`src/verilog/cx_consts.svh`:
```
// Width and CSR address constants of the CX dispatch unit, included wherever ports are sized
`ifndef CX_CONSTS_SVH
`define CX_CONSTS_SVH

////////////////////////////////////////////////////////////////////////////
// Datapath widths
////////////////////////////////////////////////////////////////////////////

// Operands and result
`define CX_DATA_W 32
// Custom function field from decode
`define CX_FUNC_W 25
// CXU id and state id, each
`define CX_ID_W 2
`define CX_VSTATE_W 16
// Response flags ci, si, fi, op
`define CX_STATUS_W 4

////////////////////////////////////////////////////////////////////////////
// CSR map
////////////////////////////////////////////////////////////////////////////

`define CX_CSR_ADDR_W 12
`define CX_CSR_SELECTOR 12'h800
`define CX_CSR_STATUS 12'h801
`define CX_CSR_COUNT 12'h802

`endif

```
`src/verilog/cx_pkg.sv`:
```
// Shared types of the CX dispatch unit, imported by the CSR file, response capture and top level
`include "cx_consts.svh"

package cx_pkg;

  //////////////////////////////////////////////////////////////////////////
  // CSR addresses
  //////////////////////////////////////////////////////////////////////////

  typedef enum logic [`CX_CSR_ADDR_W-1:0] {
    CSR_SELECTOR = `CX_CSR_SELECTOR,
    CSR_STATUS   = `CX_CSR_STATUS,
    CSR_COUNT    = `CX_CSR_COUNT
  } cx_csr_e;

  //////////////////////////////////////////////////////////////////////////
  // Response status flags
  //////////////////////////////////////////////////////////////////////////

  // Listed MSB first, so ci lands on bit 0
  typedef struct packed {
    // Operation error
    logic op;
    // Function invalid
    logic fi;
    // State invalid
    logic si;
    // CXU invalid
    logic ci;
  } cx_status_t;

endpackage

```
`src/verilog/cx_issue.sv`:
```
// Request side of the CX unit: accepts decode issues, drives the request and tracks busy
`include "cx_consts.svh"

module cx_issue (
  input  logic                  clk_i,
  input  logic                  rst_ni,

  // From decode
  input  logic                  issue_valid_i,
  input  logic [`CX_FUNC_W-1:0] issue_func_i,
  input  logic [`CX_DATA_W-1:0] issue_op_a_i,
  input  logic [`CX_DATA_W-1:0] issue_op_b_i,

  // Response strobe from the extension
  input  logic                  resp_valid_i,

  output logic                  busy_o,
  output logic                  resp_take_o,

  // Request to the extension
  output logic                  cx_req_valid_o,
  output logic [`CX_FUNC_W-1:0] cx_req_func_o,
  output logic [`CX_DATA_W-1:0] cx_req_data0_o,
  output logic [`CX_DATA_W-1:0] cx_req_data1_o
);

  logic                  accept;
  logic                  req_valid_q;
  logic                  active_q;
  logic                  active_n;
  logic [`CX_FUNC_W-1:0] req_func_q;
  logic [`CX_DATA_W-1:0] req_data0_q;
  logic [`CX_DATA_W-1:0] req_data1_q;

  // Issues while busy are dropped
  assign accept = issue_valid_i & ~active_q;

  // Response only counts while an operation is outstanding
  assign resp_take_o = resp_valid_i & active_q;

  // New operation starts, or the current one keeps running
  assign active_n = accept | (active_q & ~resp_valid_i);

  ////////////////////////////////////////////////////////////////////////////
  // Control state
  ////////////////////////////////////////////////////////////////////////////

  always_ff @(posedge clk_i, negedge rst_ni) begin
    if (!rst_ni) begin
      req_valid_q <= 1'b0;
      active_q    <= 1'b0;
    end else begin
      req_valid_q <= accept;
      active_q    <= active_n;
    end
  end

  // Payload held until the next accepted issue
  always_ff @(posedge clk_i) begin
    if (accept) begin
      req_func_q  <= issue_func_i;
      req_data0_q <= issue_op_a_i;
      req_data1_q <= issue_op_b_i;
    end
  end

  assign busy_o         = active_q;
  assign cx_req_valid_o = req_valid_q;
  assign cx_req_func_o  = req_func_q;
  assign cx_req_data0_o = req_data0_q;
  assign cx_req_data1_o = req_data1_q;

endmodule

```
`src/verilog/cx_csr_file.sv`:
```
// CX CSR file with selector, sticky status and completion count, read and written by the core
`include "cx_consts.svh"

module cx_csr_file (
  input  logic                      clk_i,
  input  logic                      rst_ni,

  // CSR access port
  input  logic                      csr_we_i,
  input  logic [`CX_CSR_ADDR_W-1:0] csr_addr_i,
  input  logic [`CX_DATA_W-1:0]     csr_wdata_i,
  output logic [`CX_DATA_W-1:0]     csr_rdata_o,

  // Accepted response and its flags
  input  logic                      resp_take_i,
  input  cx_pkg::cx_status_t        resp_status_i,

  // Selector towards the extension
  output logic [`CX_ID_W-1:0]       cx_cxu_id_o,
  output logic [`CX_ID_W-1:0]       cx_state_id_o,
  output logic [`CX_VSTATE_W-1:0]   cx_virt_state_id_o
);

  import cx_pkg::*;

  localparam int unsigned SEL_PAD_W = `CX_DATA_W - `CX_VSTATE_W - 2 * `CX_ID_W;

  cx_csr_e                 csr_addr;
  logic                    sel_we;
  logic                    status_we;
  logic                    count_we;
  logic [`CX_ID_W-1:0]     cxu_id_q;
  logic [`CX_ID_W-1:0]     state_id_q;
  logic [`CX_VSTATE_W-1:0] vstate_id_q;
  cx_status_t              status_q;
  cx_status_t              status_n;
  cx_status_t              take_flags;
  logic [`CX_DATA_W-1:0]   count_q;
  logic [`CX_DATA_W-1:0]   count_n;
  logic [`CX_DATA_W-1:0]   sel_rdata;

  assign csr_addr = cx_csr_e'(csr_addr_i);

  // Write strobes per register, unknown addresses match none
  assign sel_we    = csr_we_i & (csr_addr == CSR_SELECTOR);
  assign status_we = csr_we_i & (csr_addr == CSR_STATUS);
  assign count_we  = csr_we_i & (csr_addr == CSR_COUNT);

  assign take_flags = resp_take_i ? resp_status_i : '0;

  ////////////////////////////////////////////////////////////////////////////
  // Next values
  ////////////////////////////////////////////////////////////////////////////

  always_comb begin
    // Response flags are OR-ed onto a concurrent write
    if (status_we) begin
      status_n = cx_status_t'(csr_wdata_i[`CX_STATUS_W-1:0] | take_flags);
    end else begin
      status_n = cx_status_t'(status_q | take_flags);
    end
    if (count_we) begin
      count_n = csr_wdata_i + {{(`CX_DATA_W-1){1'b0}}, resp_take_i};
    end else begin
      count_n = count_q + {{(`CX_DATA_W-1){1'b0}}, resp_take_i};
    end
  end

  always_ff @(posedge clk_i, negedge rst_ni) begin
    if (!rst_ni) begin
      cxu_id_q    <= '0;
      state_id_q  <= '0;
      vstate_id_q <= '0;
      status_q    <= '0;
      count_q     <= '0;
    end else begin
      if (sel_we) begin
        cxu_id_q    <= csr_wdata_i[`CX_ID_W-1:0];
        state_id_q  <= csr_wdata_i[2*`CX_ID_W-1:`CX_ID_W];
        vstate_id_q <= csr_wdata_i[`CX_DATA_W-1:`CX_DATA_W-`CX_VSTATE_W];
      end
      status_q <= status_n;
      count_q  <= count_n;
    end
  end

  ////////////////////////////////////////////////////////////////////////////
  // Read mux
  ////////////////////////////////////////////////////////////////////////////

  // Virtual state id on top, the two ids at the bottom
  assign sel_rdata = {vstate_id_q, {SEL_PAD_W{1'b0}}, state_id_q, cxu_id_q};

  always_comb begin
    unique case (csr_addr)
      CSR_SELECTOR: csr_rdata_o = sel_rdata;
      CSR_STATUS:   csr_rdata_o = {{(`CX_DATA_W-`CX_STATUS_W){1'b0}}, status_q};
      CSR_COUNT:    csr_rdata_o = count_q;
      default:      csr_rdata_o = '0;
    endcase
  end

  assign cx_cxu_id_o        = cxu_id_q;
  assign cx_state_id_o      = state_id_q;
  assign cx_virt_state_id_o = vstate_id_q;

endmodule

```
`src/verilog/cx_resp_capture.sv`:
```
// Response side of the CX unit: registers accepted results and decodes the status flags
`include "cx_consts.svh"

module cx_resp_capture (
  input  logic                    clk_i,
  input  logic                    rst_ni,

  // Qualified response from the issue side
  input  logic                    resp_take_i,
  input  logic [`CX_DATA_W-1:0]   resp_data_i,
  input  logic [`CX_STATUS_W-1:0] resp_status_i,

  // Result towards the core
  output logic                    result_valid_o,
  output logic [`CX_DATA_W-1:0]   result_data_o,

  // Named flags for the status CSR
  output cx_pkg::cx_status_t      status_o
);

  import cx_pkg::*;

  logic                  result_valid_q;
  logic [`CX_DATA_W-1:0] result_data_q;

  ////////////////////////////////////////////////////////////////////////////
  // Result register
  ////////////////////////////////////////////////////////////////////////////

  always_ff @(posedge clk_i, negedge rst_ni) begin
    if (!rst_ni) begin
      result_valid_q <= 1'b0;
    end else begin
      result_valid_q <= resp_take_i;
    end
  end

  // Data held until the next accepted response
  always_ff @(posedge clk_i) begin
    if (resp_take_i) begin
      result_data_q <= resp_data_i;
    end
  end

  assign result_valid_o = result_valid_q;
  assign result_data_o  = result_data_q;

  // Flag order on the bus is ci, si, fi, op from bit 0
  assign status_o.ci = resp_status_i[0];
  assign status_o.si = resp_status_i[1];
  assign status_o.fi = resp_status_i[2];
  assign status_o.op = resp_status_i[3];

endmodule

```
`src/verilog/cx_unit_top.sv`:
```
// Top level of the standalone CX dispatch unit, connecting issue, CSR file and response capture
`include "cx_consts.svh"

module cx_unit_top (
  input  logic                      clk_i,
  input  logic                      rst_ni,

  // Custom instruction from decode
  input  logic                      issue_valid_i,
  input  logic [`CX_FUNC_W-1:0]     issue_func_i,
  input  logic [`CX_DATA_W-1:0]     issue_op_a_i,
  input  logic [`CX_DATA_W-1:0]     issue_op_b_i,
  output logic                      busy_o,

  // CX request
  output logic                      cx_req_valid_o,
  output logic [`CX_FUNC_W-1:0]     cx_req_func_o,
  output logic [`CX_DATA_W-1:0]     cx_req_data0_o,
  output logic [`CX_DATA_W-1:0]     cx_req_data1_o,
  output logic [`CX_ID_W-1:0]       cx_cxu_id_o,
  output logic [`CX_ID_W-1:0]       cx_state_id_o,
  output logic [`CX_VSTATE_W-1:0]   cx_virt_state_id_o,

  // CX response
  input  logic                      resp_valid_i,
  input  logic [`CX_DATA_W-1:0]     resp_data_i,
  input  logic [`CX_STATUS_W-1:0]   resp_status_i,

  // Result
  output logic                      result_valid_o,
  output logic [`CX_DATA_W-1:0]     result_data_o,

  // CSR port
  input  logic                      csr_we_i,
  input  logic [`CX_CSR_ADDR_W-1:0] csr_addr_i,
  input  logic [`CX_DATA_W-1:0]     csr_wdata_i,
  output logic [`CX_DATA_W-1:0]     csr_rdata_o
);

  import cx_pkg::*;

  logic       resp_take;
  cx_status_t resp_status;

  cx_issue u_issue (
    .clk_i          (clk_i),
    .rst_ni         (rst_ni),
    .issue_valid_i  (issue_valid_i),
    .issue_func_i   (issue_func_i),
    .issue_op_a_i   (issue_op_a_i),
    .issue_op_b_i   (issue_op_b_i),
    .resp_valid_i   (resp_valid_i),
    .busy_o         (busy_o),
    .resp_take_o    (resp_take),
    .cx_req_valid_o (cx_req_valid_o),
    .cx_req_func_o  (cx_req_func_o),
    .cx_req_data0_o (cx_req_data0_o),
    .cx_req_data1_o (cx_req_data1_o)
  );

  cx_csr_file u_csr_file (
    .clk_i              (clk_i),
    .rst_ni             (rst_ni),
    .csr_we_i           (csr_we_i),
    .csr_addr_i         (csr_addr_i),
    .csr_wdata_i        (csr_wdata_i),
    .csr_rdata_o        (csr_rdata_o),
    .resp_take_i        (resp_take),
    .resp_status_i      (resp_status),
    .cx_cxu_id_o        (cx_cxu_id_o),
    .cx_state_id_o      (cx_state_id_o),
    .cx_virt_state_id_o (cx_virt_state_id_o)
  );

  cx_resp_capture u_resp_capture (
    .clk_i          (clk_i),
    .rst_ni         (rst_ni),
    .resp_take_i    (resp_take),
    .resp_data_i    (resp_data_i),
    .resp_status_i  (resp_status_i),
    .result_valid_o (result_valid_o),
    .result_data_o  (result_data_o),
    .status_o       (resp_status)
  );

endmodule

```
`config.mk`:
```
export PLATFORM = sky130hd
export DESIGN_NAME = cx_unit_top
export DESIGN_NICKNAME = d
export VERILOG_FILES = /design/src/verilog/cx_pkg.sv /design/src/verilog/cx_issue.sv /design/src/verilog/cx_csr_file.sv /design/src/verilog/cx_resp_capture.sv /design/src/verilog/cx_unit_top.sv
export VERILOG_INCLUDE_DIRS = /design/src /design/src/verilog
export SDC_FILE = /design/constraint.sdc
export NUM_CORES = 1
export LEC_CHECK = 0
export ABC_CLOCK_PERIOD_IN_PS = 14500
export BUFFER_PORTS_ARGS = -buffer_cell sky130_fd_sc_hd__buf_2
export CAP_MARGIN = 20
export CELL_PAD_IN_SITES_DETAIL_PLACEMENT = 0
export CELL_PAD_IN_SITES_GLOBAL_PLACEMENT = 1
export CORE_ASPECT_RATIO = 1.4
export CORE_MARGIN = 3
export CORE_UTILIZATION = 39
export CTS_CLUSTER_DIAMETER = 200
export DETAILED_ROUTE_END_ITERATION = 10
export PLACE_DENSITY_LB_ADDON = 0.25
export SYNTH_ARGS = -nofsm -noshare
export SYNTH_HDL_FRONTEND = slang
export SYNTH_SLANG_ARGS = --single-unit
```
`constraint.sdc`:
```
create_clock -name clk_i -period 14.5 [get_ports clk_i]
set_clock_uncertainty 0.1 [all_clocks]
set_input_delay 2.9 -clock clk_i [delete_from_list [all_inputs] [get_ports clk_i]]
set_output_delay 2.9 -clock clk_i [all_outputs]
set_load 0.01 [all_outputs]
```
# ---- After elaboration in Yosys (flattened, before gate mapping)
# Cells that the tools add are included.
dict set report word_totals {
  reg_bits 180
  in_bits 174
  elab_cells 35
  out_inout_bits 176
}
dict set report op_classes {
  n_mux 4
  n_bitwise 11
  addsub 2
  eq_ne 3
}
# op count
set ops {}
lappend ops {{$pmux W32 S3} 1}
lappend ops {{$add A32 B1 Y32} 2}
lappend ops {{$eq A12 B12 Y1 const B} 3}
lappend ops {{$mux W32} 1}
lappend ops {{$mux W4} 2}
lappend ops {{$or A4 B4 Y4} 2}
lappend ops {{$and A1 B1 Y1} 6}
lappend ops {{$not A1 Y1} 2}
lappend ops {{$or A1 B1 Y1} 1}

# ---- Longest topological paths before layout
dict set report depth {
  depth_word 4
  ltp_mapped 16
}

# ---- Cells and area by module
# From an unflattened synthesis, not the netlist that was laid out.
dict set report hier_totals {
  hier_cells 539
  hier_area_um2 7623.6
}
# module cells_per_inst n_inst area_each_um2
set modules_own_cells {}
lappend modules_own_cells {cx_csr_file 407 1 3858.7}
lappend modules_own_cells {cx_issue 95 1 2748.9}
lappend modules_own_cells {cx_resp_capture 37 1 1016.0}

# ---- Least setup slack after synthesis
# OpenSTA, ideal clock, no wires.
dict set report synth_timing {
  path_kind {input-to-reg}
  startpoint {in issue_valid_i}
  endpoint {reg u_issue.req_data0_q[0] (netlist: u_issue.cx_req_data0_o[0]), enable pin}
  n_path_buf 0
  path_stages 1
  required_ns 13.852
  setup_slack_ns 7.044
  arrival_time_ns 6.807
  path_cell_list {nor2b_1}
}
dict set report synth_between {
  elab_chain_cells 1
}
# item line_no
set synth_rtl {}
lappend synth_rtl {{from (decl)} cx_unit_top.sv:9} ;# input logic issue_valid_i,
lappend synth_rtl {{$and A1 B1 Y1} cx_issue.sv:36} ;# assign accept = issue_valid_i & ~active_q;
lappend synth_rtl {{to (signal assigned)} cx_issue.sv:62} ;# req_data0_q <= issue_op_a_i;
lappend synth_rtl {{to (decl)} cx_issue.sv:32} ;# logic [`CX_DATA_W-1:0] req_data0_q;
# No other way between the ends.
# A chain may end at the register's enable or synchronous reset.

# ---- Worst setup path after layout
dict set report layout_timing {
  startpoint {in csr_addr_i[9]}
  endpoint {out csr_rdata_o[30]}
}
dict set report layout_between {
  elab_chain_cells 2
  word_cells_on_any_way 4
}
# item line_no
set layout_rtl {}
lappend layout_rtl {{from (decl)} cx_unit_top.sv:35} ;# input logic [`CX_CSR_ADDR_W-1:0] csr_addr_i,
lappend layout_rtl {{$eq A12 B12 Y1} cx_csr_file.sv:95} ;# unique case (csr_addr)
lappend layout_rtl {{$pmux W32 S3 (*)} cx_csr_file.sv:95}
lappend layout_rtl {{to (decl)} cx_unit_top.sv:37} ;# output logic [`CX_DATA_W-1:0] csr_rdata_o
# Every way passes the cells marked *; elsewhere a longest branch is shown, timed or not.

==> results.txt <==
Site row count -> 59
Outcome -> finished, final reports clean
Clock Root Buffer -> clkbuf_16
Peak supply drop -> 68.6 µV
Crit Path Category -> input pin to output port
RSZ-0062 raised after global routing -> no
Crit path arrival time -> 4810 ps
Power Total -> 0.00116 W
Placer congestion estimate -> 0.879
Startpoint types -> input pin
Syn-to-layout area delta -> 34.4%
Tot GR Track Use -> 23.0%
Skew-Pair Late Insertion Delay -> 420 ps
Vias in the first global route -> 5805
Internal power -> 0.000863 W
Tightest Pin Transition -> 1050 ps
Global route overflow -> 0
Reg-to-reg slack, setup -> 11550 ps
Syn_nets -> 712
Count of cell types in the netlist -> 49
Antenna viol nets, final -> 0
Via count -> 5776
Fin crit share -> 53.9%
FF+latch count, synth -> 180
Setup TNS -> 0 ps
Nets@finish -> 1068
Starting density of the core -> 40.3%
Total core area -> 18800 µm²
Hold Crit Class -> flop to flop
Part of the Yosys area used for sequential elements -> 67.4%
Layout filler cell count -> 1660
# setup viols final -> 0
Die Y -> 171 µm
Fmax -> 128 MHz
Largest net degree at the start of global routing -> 60
Avg Cell Area, Syn -> 14.1 µm²
Leak Pwr -> 4.57 nW
CTS tree -> built
Part of the power in registers -> 52.3%
Worst EP required -> 11500 ps
Vias per inst -> 5.00
PostCTS Resize Cnt -> 0
Layout cell share with drive strength beyond 1 -> 46.8%
Cts hold-fix bufs -> 0
Residual DRC -> 0
Slew HR -> 29.8%
Tmin final -> 7810 ps
Clock power share -> 37.8%
Fin cells -> 1155
HPWL Detailed -> 19.3 mm
Setup Buffers After CTS -> 0
Cts bufs inserted -> 17
Synthesized instance count -> 536
First-pass GRT wire length -> 35.3 mm
Power Density -> 114 nW/µm²
I/O Buffers -> 349
Detailed Route WL -> 24.7 mm
Comb pwr share -> 9.9%
DIE WIDTH -> 124 µm
First-pass DRT Iterations -> 4
WL/cell -> 21.3 µm
Full die area -> 21200 µm²
Pins Over Slew Limit -> 0
Drt first-iter violations -> 347
Reg clk slew, reported paths -> 70 ps
I/O pins -> 350
Sw frac -> 25.6%
P_sw -> 0.000297 W
CTS Buffer Depth -> 2
Placed Cells -> 1116
Critical Path Fanout Max -> 17
H-tree Lvls -> 4
Clock sink count -> 180
CP endpoint kind -> output port
Initial antenna violation count -> 14
Netlist Area Pre-Place -> 7580 µm²
Yosys warns -> 0
Final hold vios -> 0
Max-cap viol count -> 0
## layer usage
metal	up-vias	track usage, %	routed length, µm
met3	42	8.60	2500
met5	-	0	80
met4	14	6.46	383
li1	2708	-	-
met2	248	40.9	13000
met1	2764	25.4	8660
## stage by stage
| step | cell area (µm²) | setup WS (ps) | utilization [%] | hold WS [ps] |
|---|---|---|---|---|
| finish | 10200 | 6690 | 54.1 | 405 |
| global route | 10200 | 6540 | 54.1 | 424 |
| CTS | 10100 | 6660 | 53.9 | 402 |
| detailed placement | 9580 | 6670 | 50.9 | 383 |
| global placement | 9580 | 6720 | 50.9 | 383 |
| floorplan | 7580 | 7040 | - | 363 |
## placed cells by master (no fill, tap or decap), drive strengths merged, types with 17 or more instances in the layout
| cell type | instances |
|---|---|
| edfxtp | 121 |
| nor2 | 36 |
| and2 | 18 |
| dfrtp | 59 |
| mux2 | 18 |
| mux2i | 17 |
| nand3 | 29 |
| xor2 | 24 |
| a21oi | 17 |
| buf | 354 |
| clkbuf | 17 |
| nand2 | 46 |
| xnor2 | 27 |
| nand4 | 22 |
## Yosys cell counts (all sizes together)
library cell | instances | share of area [%]
a211oi | 1 | 0.099
a21o | 1 | 0.099
a21oi | 17 | 1.2
a22o | 16 | 1.8
a22oi | 1 | 0.17
and2 | 18 | 1.5
and3 | 13 | 1.1
and4 | 5 | 0.58
buf | 9 | 0.76
clkbuf | 8 | 0.40
dfrtp | 59 | 19
edfxtp | 121 | 48
ha | 2 | 0.33
inv | 4 | 0.20
mux2 | 18 | 3.5
mux2i | 17 | 2.2
nand2 | 46 | 2.3
nand2b | 1 | 0.083
nand3 | 29 | 2.2
nand4 | 22 | 2.1
nor2 | 36 | 1.9
nor2b | 2 | 0.17
nor3 | 12 | 1.0
nor3b | 1 | 0.25
nor4 | 5 | 0.89
nor4b | 1 | 0.20
o2111ai | 1 | 0.12
o21a | 1 | 0.099
o21ai | 13 | 0.86
o32ai | 1 | 0.21
or2 | 2 | 0.17
or3 | 1 | 0.083
or4 | 1 | 0.099
xnor2 | 27 | 3.1
xor2 | 24 | 2.8
## worst paths after layout
kind / start / depth (start not counted) / endpoint
min: u_csr_file.status_q[2] / 2 / u_csr_file.status_q[2]
max: csr_addr_i[9] / 6 / csr_rdata_o[30]
min in group asynchronous: rst_ni / 2 / u_csr_file.count_q[16]
min reg2reg: u_csr_file.status_q[2] / 2 / u_csr_file.status_q[2]
max reg2reg: u_issue.busy_o / 9 / u_csr_file.count_q[26]
max in group asynchronous: rst_ni / 2 / u_csr_file.cx_virt_state_id_o[14]
## cell families after synthesis
logic type | after synthesis | share of synthesized area (%)
buf+inv | 21 | 1.35
mux | 35 | 5.71
flops | 180 | 67.4
fa+ha+maj | 2 | 0.330
compound gates | 52 | 4.67
xor+xnor | 51 | 5.89
simple gates | 195 | 14.6
## cell type report
class	instances	area, µm²	share of cell area (%)
Tap cell	244	305	3.00
Timing Repair Buffer	354	1800	17.6
Clock inverter	14	140	1.38
Inverter	4	15.0	0.147
Multi-Input combinational cell	335	2370	23.3
Sequential cell	180	5110	50.2
Antenna cell	7	17.5	0.172
Clock buffer	17	425	4.18
## power groups by stage
stage	registers [W]	clock network (W)	logic, W
finish	0.000607	0.000439	0.000115
global route	0.000611	0.000473	0.000126
CTS	0.000607	0.000451	0.000115
detailed placement	0.000618	0	0.000115
global placement	0.000617	0	0.000112
floorplan	0.000630	0	0.0000350
## flip-flops by register name (all words and copies together), names as in the netlist
| signal | count |
|---|---|
| u_resp_capture.result_data_o | 32 |
| u_csr_file.count_q | 32 |
| u_csr_file.cx_cxu_id_o | 2 |
| u_issue.cx_req_func_o | 25 |
| u_csr_file.cx_state_id_o | 2 |
| u_csr_file.cx_virt_state_id_o | 16 |
| u_issue.cx_req_data0_o | 32 |
| u_csr_file.status_q | 4 |
| u_issue.cx_req_data1_o | 32 |
| u_issue.busy_o | 1 |
| u_resp_capture.result_valid_o | 1 |
| u_issue.cx_req_valid_o | 1 |
## worst max-delay path, stage by stage
cell and delay [ps]:
buf_2 110, nor4b_2 340, nand3_1 220, nor3_4 840, a22o_1 260, buf_2 140
(Power assumes the default switching activity.)
